===== config.mk =====
export PLATFORM = sky130hd
export DESIGN_NAME = mdu
export DESIGN_NICKNAME = d
export VERILOG_FILES = /design/src/source/mdu_pkg.sv /design/src/source/multiplier_top.sv /design/src/source/divider_top.sv /design/src/source/mdu.sv
export VERILOG_INCLUDE_DIRS = /design/src /design/src/source
export SDC_FILE = /design/constraint.sdc
export NUM_CORES = 1
export LEC_CHECK = 0
export BUFFER_PORTS_ARGS = -buffer_cell sky130_fd_sc_hd__buf_2
export CORE_MARGIN = 5
export CORE_UTILIZATION = 35
export CTS_BUF_LIST = sky130_fd_sc_hd__clkbuf_2
export DETAILED_ROUTE_END_ITERATION = 12
export GPL_ROUTABILITY_DRIVEN = 0
export PLACE_DENSITY = 0.6
export SKIP_CTS_REPAIR_TIMING = 1
export SYNTH_ARGS = -nofsm -noshare
export SYNTH_HDL_FRONTEND = slang
export SYNTH_SLANG_ARGS = --single-unit

===== constraint.sdc =====
create_clock -name clk_i -period 7.4 [get_ports clk_i]
set_input_delay 1.11 -clock clk_i [delete_from_list [all_inputs] [get_ports clk_i]]
set_output_delay 1.11 -clock clk_i [all_outputs]
set_load 0.02 [all_outputs]

===== src/source/mdu_cfg.svh =====
`ifndef MDU_CFG_SVH
`define MDU_CFG_SVH

// ----------------------------------------------------------------------
// MDU build options
// ----------------------------------------------------------------------

// Operand and result width of the core
// Products are twice this wide and the divider takes one cycle per bit
`define MDU_XLEN 32

// Chip-select value that routes an instruction to the MDU
`define MDU_CS_CODE 2'b01

// Multiplier bits consumed per cycle
// Legal values are 1, 2 or 4 and the value must divide MDU_XLEN
// Multiply latency is MDU_XLEN / MDU_MUL_BITS + 1 cycles
`define MDU_MUL_BITS 1

`endif


===== src/source/mdu_pkg.sv =====
`default_nettype none

`include "mdu_cfg.svh"

package mdu_pkg;

    // ------------------------------------------------------------------
    // M-extension funct3 field
    // ------------------------------------------------------------------
    // Bit 2 splits multiply from divide
    typedef enum logic [2:0] {
        MUL    = 3'b000,
        MULH   = 3'b001,
        MULHSU = 3'b010,
        MULHU  = 3'b011,
        DIV    = 3'b100,
        DIVU   = 3'b101,
        REM    = 3'b110,
        REMU   = 3'b111
    } muldiv_funct3_t;

    // Shared FSM encoding of the iterative units
    typedef enum logic [1:0] {
        IDLE = 2'd0,
        BUSY = 2'd1,
        DONE = 2'd2
    } unit_state_t;

    // Request from the core, held steady while stalled
    // a is rs1 and b is rs2
    typedef struct packed {
        muldiv_funct3_t           op;
        logic [`MDU_XLEN-1:0]     a;
        logic [`MDU_XLEN-1:0]     b;
    } mdu_req_t;

endpackage

`default_nettype wire


===== src/source/multiplier_top.sv =====
`timescale 1ns/10ps
`default_nettype none

`include "mdu_cfg.svh"

module multiplier_top (
    input  logic                        clk_i,
    input  logic                        rst_i,
    input  logic                        start_i,
    input  mdu_pkg::mdu_req_t           req_i,
    output logic [2*`MDU_XLEN-1:0]      product_o,
    output logic                        done_o
);

    localparam int XLEN  = `MDU_XLEN;
    localparam int PW    = 2 * XLEN;
    localparam int BITS  = `MDU_MUL_BITS;
    localparam int STEPS = XLEN / BITS;
    localparam int CW    = $clog2(STEPS + 1);

    mdu_pkg::unit_state_t state_q;
    logic [CW-1:0]        cnt_q;
    logic                 accept;
    logic                 last_step;
    logic                 a_signed;
    logic                 b_signed;
    logic                 a_neg;
    logic                 b_neg;
    logic [XLEN-1:0]      a_mag;
    logic [XLEN-1:0]      b_mag;
    logic [PW-1:0]        mcand_q;
    logic [XLEN-1:0]      mplier_q;
    logic [PW-1:0]        acc_q;
    logic [PW-1:0]        partial;
    logic [PW-1:0]        acc_sum;
    logic [PW-1:0]        product_q;
    logic                 neg_q;

    // Radix has to split the word evenly
    if ((XLEN % BITS) != 0) begin : g_radix_check
        $error("MDU_MUL_BITS must divide MDU_XLEN");
    end

    // ------------------------------------------------------------------
    // Operand signedness
    // ------------------------------------------------------------------
    always_comb begin
        // MULH is signed x signed, MULHSU signed x unsigned
        a_signed = (req_i.op == mdu_pkg::MULH) || (req_i.op == mdu_pkg::MULHSU);
        b_signed = (req_i.op == mdu_pkg::MULH);
        a_neg    = a_signed & req_i.a[XLEN-1];
        b_neg    = b_signed & req_i.b[XLEN-1];
        // Most negative value maps to its own unsigned magnitude
        a_mag    = a_neg ? -req_i.a : req_i.a;
        b_mag    = b_neg ? -req_i.b : req_i.b;
    end

    // Start only lands when no operation is in flight
    assign accept = start_i && (state_q != mdu_pkg::BUSY);

    // Shift-add step, one multiplier digit per cycle
    always_comb begin
        partial   = mcand_q * PW'(mplier_q[BITS-1:0]);
        acc_sum   = acc_q + partial;
        last_step = (cnt_q == CW'(STEPS - 1));
    end

    // ------------------------------------------------------------------
    // Control FSM
    // ------------------------------------------------------------------
    always_ff @(posedge clk_i) begin
        if (rst_i) begin
            state_q <= mdu_pkg::IDLE;
            cnt_q   <= '0;
        end else begin
            case (state_q)
                mdu_pkg::BUSY: begin
                    cnt_q <= cnt_q + 1'b1;
                    if (last_step) begin
                        state_q <= mdu_pkg::DONE;
                    end
                end
                default: begin
                    // DONE lasts one cycle, then back to idle unless restarted
                    if (accept) begin
                        state_q <= mdu_pkg::BUSY;
                        cnt_q   <= '0;
                    end else begin
                        state_q <= mdu_pkg::IDLE;
                    end
                end
            endcase
        end
    end

    // Datapath
    always_ff @(posedge clk_i) begin
        if (accept) begin
            mcand_q  <= PW'(a_mag);
            mplier_q <= b_mag;
            acc_q    <= '0;
            neg_q    <= a_neg ^ b_neg;
        end else if (state_q == mdu_pkg::BUSY) begin
            mcand_q  <= mcand_q << BITS;
            mplier_q <= mplier_q >> BITS;
            acc_q    <= acc_sum;
            // Sign fix on the final sum
            if (last_step) begin
                product_q <= neg_q ? -acc_sum : acc_sum;
            end
        end
    end

    assign product_o = product_q;
    assign done_o    = (state_q == mdu_pkg::DONE);

    a_no_start_busy: assert property (@(posedge clk_i) disable iff (rst_i)
        (state_q == mdu_pkg::BUSY) |-> !start_i)
        else $error("multiplier start while busy");

    a_done_pulse: assert property (@(posedge clk_i) disable iff (rst_i)
        done_o |=> !done_o)
        else $error("multiplier done held for two cycles");

endmodule

`default_nettype wire


===== src/source/divider_top.sv =====
`timescale 1ns/10ps
`default_nettype none

`include "mdu_cfg.svh"

module divider_top (
    input  logic                        clk_i,
    input  logic                        rst_i,
    input  logic                        start_i,
    input  mdu_pkg::mdu_req_t           req_i,
    output logic [`MDU_XLEN-1:0]        quotient_o,
    output logic [`MDU_XLEN-1:0]        remainder_o,
    output logic                        done_o
);

    localparam int XLEN = `MDU_XLEN;
    localparam int CW   = $clog2(XLEN + 1);

    mdu_pkg::unit_state_t state_q;
    logic [CW-1:0]        cnt_q;
    logic                 accept;
    logic                 last_step;
    logic                 is_signed;
    logic                 a_neg;
    logic                 b_neg;
    logic                 div_zero;
    logic                 overflow;
    logic [XLEN-1:0]      a_mag;
    logic [XLEN-1:0]      b_mag;
    logic [XLEN-1:0]      dvsr_q;
    logic [XLEN-1:0]      quo_q;
    logic [XLEN-1:0]      rem_q;
    logic [XLEN:0]        shifted;
    logic [XLEN:0]        diff;
    logic                 fits;
    logic [XLEN-1:0]      rem_next;
    logic [XLEN-1:0]      quo_next;
    logic [XLEN-1:0]      quotient_q;
    logic [XLEN-1:0]      remainder_q;
    logic                 q_neg_q;
    logic                 r_neg_q;

    // ------------------------------------------------------------------
    // Operand decode and special cases
    // ------------------------------------------------------------------
    always_comb begin
        // DIV and REM are signed, DIVU and REMU unsigned
        is_signed = (req_i.op == mdu_pkg::DIV) || (req_i.op == mdu_pkg::REM);
        a_neg     = is_signed & req_i.a[XLEN-1];
        b_neg     = is_signed & req_i.b[XLEN-1];
        a_mag     = a_neg ? -req_i.a : req_i.a;
        b_mag     = b_neg ? -req_i.b : req_i.b;
        div_zero  = (req_i.b == '0);
        // Most negative value over -1 does not fit
        overflow  = is_signed && (req_i.a == {1'b1, {(XLEN-1){1'b0}}})
                    && (req_i.b == '1);
    end

    assign accept = start_i && (state_q != mdu_pkg::BUSY);

    // Restoring step
    always_comb begin
        // Bring down the next dividend bit
        shifted   = {rem_q, quo_q[XLEN-1]};
        diff      = shifted - {1'b0, dvsr_q};
        fits      = (shifted >= {1'b0, dvsr_q});
        rem_next  = fits ? diff[XLEN-1:0] : shifted[XLEN-1:0];
        quo_next  = {quo_q[XLEN-2:0], fits};
        last_step = (cnt_q == CW'(XLEN - 1));
    end

    // ------------------------------------------------------------------
    // Control FSM
    // ------------------------------------------------------------------
    always_ff @(posedge clk_i) begin
        if (rst_i) begin
            state_q <= mdu_pkg::IDLE;
            cnt_q   <= '0;
        end else begin
            case (state_q)
                mdu_pkg::BUSY: begin
                    cnt_q <= cnt_q + 1'b1;
                    if (last_step) begin
                        state_q <= mdu_pkg::DONE;
                    end
                end
                default: begin
                    if (accept) begin
                        // Special cases skip the loop
                        state_q <= (div_zero || overflow) ? mdu_pkg::DONE : mdu_pkg::BUSY;
                        cnt_q   <= '0;
                    end else begin
                        state_q <= mdu_pkg::IDLE;
                    end
                end
            endcase
        end
    end

    // Datapath
    always_ff @(posedge clk_i) begin
        if (accept) begin
            dvsr_q  <= b_mag;
            quo_q   <= a_mag;
            rem_q   <= '0;
            // Quotient sign from both operands, remainder follows the dividend
            q_neg_q <= a_neg ^ b_neg;
            r_neg_q <= a_neg;
            if (div_zero) begin
                quotient_q  <= '1;
                remainder_q <= req_i.a;
            end else if (overflow) begin
                quotient_q  <= req_i.a;
                remainder_q <= '0;
            end
        end else if (state_q == mdu_pkg::BUSY) begin
            rem_q <= rem_next;
            quo_q <= quo_next;
            if (last_step) begin
                quotient_q  <= q_neg_q ? -quo_next : quo_next;
                remainder_q <= r_neg_q ? -rem_next : rem_next;
            end
        end
    end

    assign quotient_o  = quotient_q;
    assign remainder_o = remainder_q;
    assign done_o      = (state_q == mdu_pkg::DONE);

    a_no_start_busy: assert property (@(posedge clk_i) disable iff (rst_i)
        (state_q == mdu_pkg::BUSY) |-> !start_i)
        else $error("divider start while busy");

    a_zero_div_ones: assert property (@(posedge clk_i) disable iff (rst_i)
        (accept && (req_i.b == '0)) |=> (done_o && (quotient_o == '1)))
        else $error("divide by zero did not give all-ones quotient");

endmodule

`default_nettype wire


===== src/source/mdu.sv =====
`timescale 1ns/10ps
`default_nettype none

`include "mdu_cfg.svh"

module mdu (
    input  logic                        clk_i,
    input  logic                        rst_i,
    input  logic [1:0]                  chip_select_i,
    input  mdu_pkg::mdu_req_t           req_i,
    output logic [`MDU_XLEN-1:0]        result_o,
    output logic                        mul_stall_o,
    output logic                        div_stall_o
);

    localparam int XLEN = `MDU_XLEN;

    logic                 selected;
    logic                 mul_sel;
    logic                 div_sel;
    logic                 mul_run_q;
    logic                 div_run_q;
    logic                 mul_start;
    logic                 div_start;
    logic [2*XLEN-1:0]    product;
    logic [XLEN-1:0]      quotient;
    logic [XLEN-1:0]      remainder;
    logic                 mul_done;
    logic                 div_done;
    logic [XLEN-1:0]      sel_word;
    logic [XLEN-1:0]      result_q;

    // ------------------------------------------------------------------
    // Opcode decode and start pulses
    // ------------------------------------------------------------------
    assign selected = (chip_select_i == `MDU_CS_CODE);
    // funct3 bit 2 picks the divider
    assign mul_sel  = selected && !req_i.op[2];
    assign div_sel  = selected && req_i.op[2];

    // One start per instruction, blocked while the unit runs
    assign mul_start = mul_sel && !mul_run_q;
    assign div_start = div_sel && !div_run_q;

    always_ff @(posedge clk_i) begin
        if (rst_i) begin
            mul_run_q <= 1'b0;
            div_run_q <= 1'b0;
            result_q  <= '0;
        end else begin
            if (mul_start) begin
                mul_run_q <= 1'b1;
            end else if (mul_done) begin
                mul_run_q <= 1'b0;
            end
            if (div_start) begin
                div_run_q <= 1'b1;
            end else if (div_done) begin
                div_run_q <= 1'b0;
            end
            // Keep last result for when the MDU is deselected
            if (mul_done || div_done) begin
                result_q <= sel_word;
            end
        end
    end

    // ------------------------------------------------------------------
    // Iterative units
    // ------------------------------------------------------------------
    multiplier_top u_multiplier_top (
        .clk_i     (clk_i),
        .rst_i     (rst_i),
        .start_i   (mul_start),
        .req_i     (req_i),
        .product_o (product),
        .done_o    (mul_done)
    );

    divider_top u_divider_top (
        .clk_i       (clk_i),
        .rst_i       (rst_i),
        .start_i     (div_start),
        .req_i       (req_i),
        .quotient_o  (quotient),
        .remainder_o (remainder),
        .done_o      (div_done)
    );

    // Stall until the unit reports done, low in the done cycle itself
    assign mul_stall_o = mul_sel && !mul_done;
    assign div_stall_o = div_sel && !div_done;

    // ------------------------------------------------------------------
    // Result select
    // ------------------------------------------------------------------
    always_comb begin
        case (req_i.op)
            mdu_pkg::MUL:    sel_word = product[XLEN-1:0];
            mdu_pkg::MULH,
            mdu_pkg::MULHSU,
            mdu_pkg::MULHU:  sel_word = product[2*XLEN-1:XLEN];
            mdu_pkg::DIV,
            mdu_pkg::DIVU:   sel_word = quotient;
            mdu_pkg::REM,
            mdu_pkg::REMU:   sel_word = remainder;
            default:         sel_word = '0;
        endcase
    end

    // Fresh word in the done cycle, held word otherwise
    assign result_o = (mul_done || div_done) ? sel_word : result_q;

    a_stall_excl: assert property (@(posedge clk_i) disable iff (rst_i)
        !(mul_stall_o && div_stall_o))
        else $error("multiply and divide stall together");

endmodule

`default_nettype wire


# Word-level counts from Yosys, hierarchy flattened
# Cells that the tools add are included.
# classes
order_cmp	1
n_mux	41
add_sub_neg	9
eq_ne	21
reduce_logical	31
mul	1
n_bitwise	7
# ops
cell	n
two-way mux 32 bit	24
negation 32 bit	4
one-hot mux 32 bit (4 select lines)	1
adder 64 bit	1
== test 32 bit (second input constant)	2
multiplier 64 x 1 -> 64 bit	1
two-way mux 64 bit	1
negation 64 bit	1
greater-or-equal comparator 33 x 32 -> 1 bit	1
zero test 32 bit	1
subtractor 32 bit	1
two-way mux 6 bit	4
adder 6 x 1 -> 6 bit (second input constant)	2
== test 3 bit (second input constant)	4
== test 6 x 5 -> 1 bit (second input constant)	2
two-way mux 2 bit	6
logical AND 1 bit	10
nonzero test 2 bit	5
inequality test 2 x 1 -> 1 bit (second input constant)	4
== test 2 x 1 -> 1 bit (second input constant)	3
== test 3 x 2 -> 1 bit (second input constant)	2
AND reduction 3 bit	2
zero test 1 bit	5
two-way mux 1 bit	5
other kinds (10)	19
# word_totals
in_bits	71
wordCells	131
regBits	437
out_inout_bits	34

# Depth between registers and ports, before layout
# depth
word_depth	8
ltp_mapped	25

# By module
# From an unflattened synthesis, not the netlist that was laid out.
# unflattened
hier_cells	3609
area_unflattened_um2	31275.0
# modules_own_cells
mod	instances	area_per_inst_um2	cells_each
multiplier_top	1	16484.6	1952
divider_top	1	12431.9	1424
mdu	1	2358.5	233

# Worst setup path before layout
# No wires, ideal clock.
# synth_timing
kind	input to register
start	input port req_i[42] (netlist name)
end	register u_divider_top.quotient_q[0] (netlist: u_divider_top.quotient_o[0]) (enable)
stages	11
required_ns	6.971
arrival_ns	5.175
setup_ns	0.429
n_path_buf	1
path_slack_ns	1.796
path_cell_list	clkbuf_1 > or3_1 > or4_1 > or3_1 > or2_2 > nor3_1 > nand2_1 > nor3_1 > a211oi_1 > o21ai_0 > and2_1
# synth_between
elab_chain_cells	5
# synth_lines
item	line_no	rtl
start, declared	mdu.sv:10	input mdu_pkg::mdu_req_t req_i,
== test 32 bit	divider_top.sv:55	overflow = is_signed && (req_i.a == {1'b1, {(XLEN-1){1'b0}}})
logical AND 1 bit	divider_top.sv:55	
logical AND 1 bit	divider_top.sv:56	&& (req_i.b == '1);
inequality test 3 bit (no line)	-	
AND reduction 3 bit (no line)	-	
end signal, assigned	divider_top.sv:113	quotient_q <= req_i.a;
end signal, assigned	divider_top.sv:120	quotient_q <= q_neg_q ? -quo_next : quo_next;
end, declared	divider_top.sv:38	logic [XLEN-1:0] quotient_q;
# Every way passes these cells.
# A chain may end at the register's enable or synchronous reset.

# Worst setup path in the final report
# layout_timing
start	register u_multiplier_top.mplier_q[0]
end	register u_multiplier_top.product_q[60] (netlist: u_multiplier_top.product_o[60]) (data pin)
# layout_between
elab_chain_cells	4
# layout_lines
item	line_no	rtl
start, declared	multiplier_top.sv:32	logic [XLEN-1:0] mplier_q;
start signal, assigned	multiplier_top.sv:100	mplier_q <= b_mag;
start signal, assigned	multiplier_top.sv:105	mplier_q <= mplier_q >> BITS;
multiplier 64 x 1 -> 64 bit *	multiplier_top.sv:63	partial = mcand_q * PW'(mplier_q[BITS-1:0]);
adder 64 bit *	multiplier_top.sv:64	acc_sum = acc_q + partial;
negation 64 bit	multiplier_top.sv:109	product_q <= neg_q ? -acc_sum : acc_sum;
two-way mux 64 bit *	multiplier_top.sv:109	
end signal, assigned	multiplier_top.sv:109	
end, declared	multiplier_top.sv:36	logic [PW-1:0] product_q;
# Every way passes the cells marked *; elsewhere a longest branch is shown, timed or not.

==> summary.txt <==
Status
  – Status: complete, no violations

Critical path
  – Crit path largest cell delay: 0.67 ns
  – CP Data Required Time: approximately 8.3 ns
  – WP depth: 15
  – Bufs and invs on worst path: 1
  – Master of the slowest instance on the critical path: nor4_1
  – Cells on worst reg2reg path: 15
  – Critical path class: reg -> reg
  – Worst-path cell chain: buf_4, and2_1, ha_1, nand4_1, nor4_1, o21ai_0, nand3_1, o21ai_1, o21ai_0, xnor2_1, o2111ai_1, or4_4, or4_4, o31ai_2, xor2_1
  – Critical Path End Type: flop
  – Startpoint Class: flop
  – Crit path max fanout: 40
  – CP arrival: ~6.5 ns
  – CP delay by family, top: simple AND/OR/NAND/NOR gates

Global route
  – Largest net degree at the start of global routing: ~130
  – First-pass GRT wire length: 130300 um
  – Initial antenna violation count: 13
  – Vias in the first global route: between 20k and 25k
  – Gr usage total: about a fifth
  – Global route overflow: 0

Cells and area
  – Area of the multi-input gates: between 0.015 and 0.02 mm2
  – Highest-count cells in the layout ignoring fill and taps: nand2_1 (445), o21ai_0 (344), edfxtp_1 (259), nor2_1 (258), a21oi_1 (245)
  – Final nets: 3583
  – Layout fillers: 8527
  – Share of layout cells above drive strength 1: 12.29%
  – Fin util: between 30% and 40%
  – FF+latch area: between 0.01 and 0.015 mm2
  – Commonest non-fill, non-tap cell in the layout: nand2_1
  – Design Area, Final: 0.03126 mm2
  – Area delta synth->final: 8.703%

Clocking
  – Clock Latency Late Sink: approximately 1.2 ns
  – H-tree depth: 3
  – TritonCTS Sinks: 437
  – TritonCTS Buffers: around 120
  – Clock Tree Buf Depth: 3
  – Clock root cell: clkbuf_2
  – CTS tree: yes
  – Clk slew on worst S/H paths: about 0.11 ns

Synthesis
  – Synthesized flop and latch total: between 400 and 500
  – Synth Flop Type: edfxtp_1
  – Async set or reset register ratio after synthesis: 0%
  – Post-synth EDFFs: between 200 and 300
  – Register area share after synthesis: between 30% and 40%
  – Synthesized instance count: roughly 3.4k
  – Synth warn: 0
  – Yosys cell types: 97
  – Synthesized area per cell: around 8.6 um2
  – Mapped Nets: approximately 3.5k
  – Mapped cell area: 0.02876 mm2

Timing
  – RSZ-0062 raised after global routing: false
  – Fmax: approximately 180 MHz
  – Fin crit share: about three quarters
  – Final hold violations: 0
  – WHS: roughly 0.16 ns
  – Slew HR: 21.89%
  – Worst-margin pin slew: between 1 and 1.5 ns
  – Final setup violation count: 0
  – Final period demand of the worst path: between 5 and 6 ns
  – Worst clock skew: roughly 0.08 ns
  – Setup_tns: 0 ns
  – Slew Viols, Final: 0

Run
  – Max Cap Violations: 0

Routing
  – Final ANT Viol Nets: 0
  – Pre-antenna DRT Iters: 5
  – DR iter-0 viols: about 1.9k
  – Drt via density: approximately 5.4
  – WL/cell: approximately 18 um
  – DRC: 0
  – Routed vias: ~25k
  – WL final: 84350 um

Place
  – Area after DPL: about 0.03 mm2
  – # port buffers: about 100
  – Dpl hpwl: 63460 um

Floorplan
  – Core area: 0.08172 mm2
  – Starting utilization of the core area: between 30% and 40%
  – Std-Cell Rows: about 110
  – Die H: between 200 and 300 um
  – Die width: ~300 um
  – IO Pins: about 110
  – Die ar.: around 0.09 mm2

Power
  – Maximum vdd drop: between 0.0001 and 0.00015 V
  – Power Dens Cells: between 200 and 300 mW/mm2
  – Static Leak: around 0.012 uW

Min path
  – Hold depth: 1
  – Hold WC Path Type: in -> reg
-- path summary, 6_finish.rpt --
kind	slack [ns]	start	endpoint
worst max-delay path	1.88	u_multiplier_top.mplier_q[0]	u_multiplier_top.product_o[60]
worst min-delay path	0.16	req_i[0]	u_divider_top.dvsr_q[0]
worst max register to register	1.88	u_multiplier_top.mplier_q[0]	u_multiplier_top.product_o[60]
worst min register to register	0.46	u_multiplier_top.acc_q[35]	u_multiplier_top.acc_q[35]
-- power by group --
group	switching (uW)	internal [uW]
Clock	1090	727
Combinational	2190	1240
Sequential	196	2950
-- worst reg2reg max path: cells and delay by family, from the launching register on --
family | cells | cell delay, ns
buf+inv | 1 | 0.35
flops | 1 | 0.65
xor+xnor | 2 | 0.34
compound gates | 5 | 1.14
simple gates | 6 | 2.29
fa+ha+maj | 1 | 0.48
-- metrics by stage --
stage                     std cells  setup slack, ns  power [uW]
after floorplan                3356            1.796        5631
after global placement         4358            1.936        6532
after detailed placement       4358            1.833        6553
after CTS                      4577            1.861        8393
after global routing           4584            1.381        8953
final                          4590            1.885        8376
-- per-layer routing --
metal  track usage [%]  share of wire, %  wire length (um)  up-vias
li1                  -                 -                 -    12180
met4             6.340               3.2              2704       12
met5                 0             0.089                75        -
met3             4.009               7.6              6385      169
met1             26.22                45             38280    11410
met2             28.61                44             36900      835
-- registers in the layout (all words and copies together) (netlist names) --
name and flops:
u_divider_top.rem_q 32, u_multiplier_top.mcand_q 64, mul_run_q 1, u_divider_top.quotient_o 32, u_multiplier_top.neg_q 1, u_divider_top.q_neg_q 1
u_multiplier_top.state_q 2, u_divider_top.remainder_o 32, u_multiplier_top.mplier_q 32, u_divider_top.quo_q 32, u_divider_top.dvsr_q 32, u_multiplier_top.cnt_q 6
u_multiplier_top.acc_q 64, result_q 32, u_divider_top.r_neg_q 1, u_multiplier_top.product_o 64, u_divider_top.state_q 2, u_divider_top.cnt_q 6
div_run_q 1
-- final cells by class --
cell class | count | share of cell area (%)
inverter | 72 | 0.8646
multi-input combinational | 2649 | 52.54
tap | 1070 | 4.283
sequential | 437 | 36.28
timing repair buffer | 130 | 2.330
clock buffer | 180 | 2.882
antenna | 13 | 0.1041
clock inverter | 39 | 0.7165
-- cell families after synthesis --
group | count (synthesis) | share of synthesized area, %
AND/OR/NAND/NOR | 1254 | 20.86
AO/OA/AOI/OAI | 872 | 18.11
flip-flops | 437 | 39.44
XOR/XNOR | 322 | 9.834
buffers and inverters | 270 | 3.646
adder cells (fa/ha/maj) | 105 | 4.621
multiplexers | 96 | 3.494
-- Yosys cell counts (all sizes together), types with 103 or more instances --
| master | count | area share (%) |
|---|---|---|
| xor2 | 147 | 4.5 |
| nor2 | 262 | 3.4 |
| o21ai | 366 | 6.4 |
| xnor2 | 175 | 5.4 |
| ha | 103 | 4.5 |
| nand2 | 447 | 5.8 |
| a21oi | 249 | 4.4 |
| dfxtp | 178 | 12 |
| clkbuf | 171 | 2.2 |
| nand3 | 130 | 2.3 |
| edfxtp | 259 | 27 |
No activity file was read; power rests on OpenSTA's default activity.
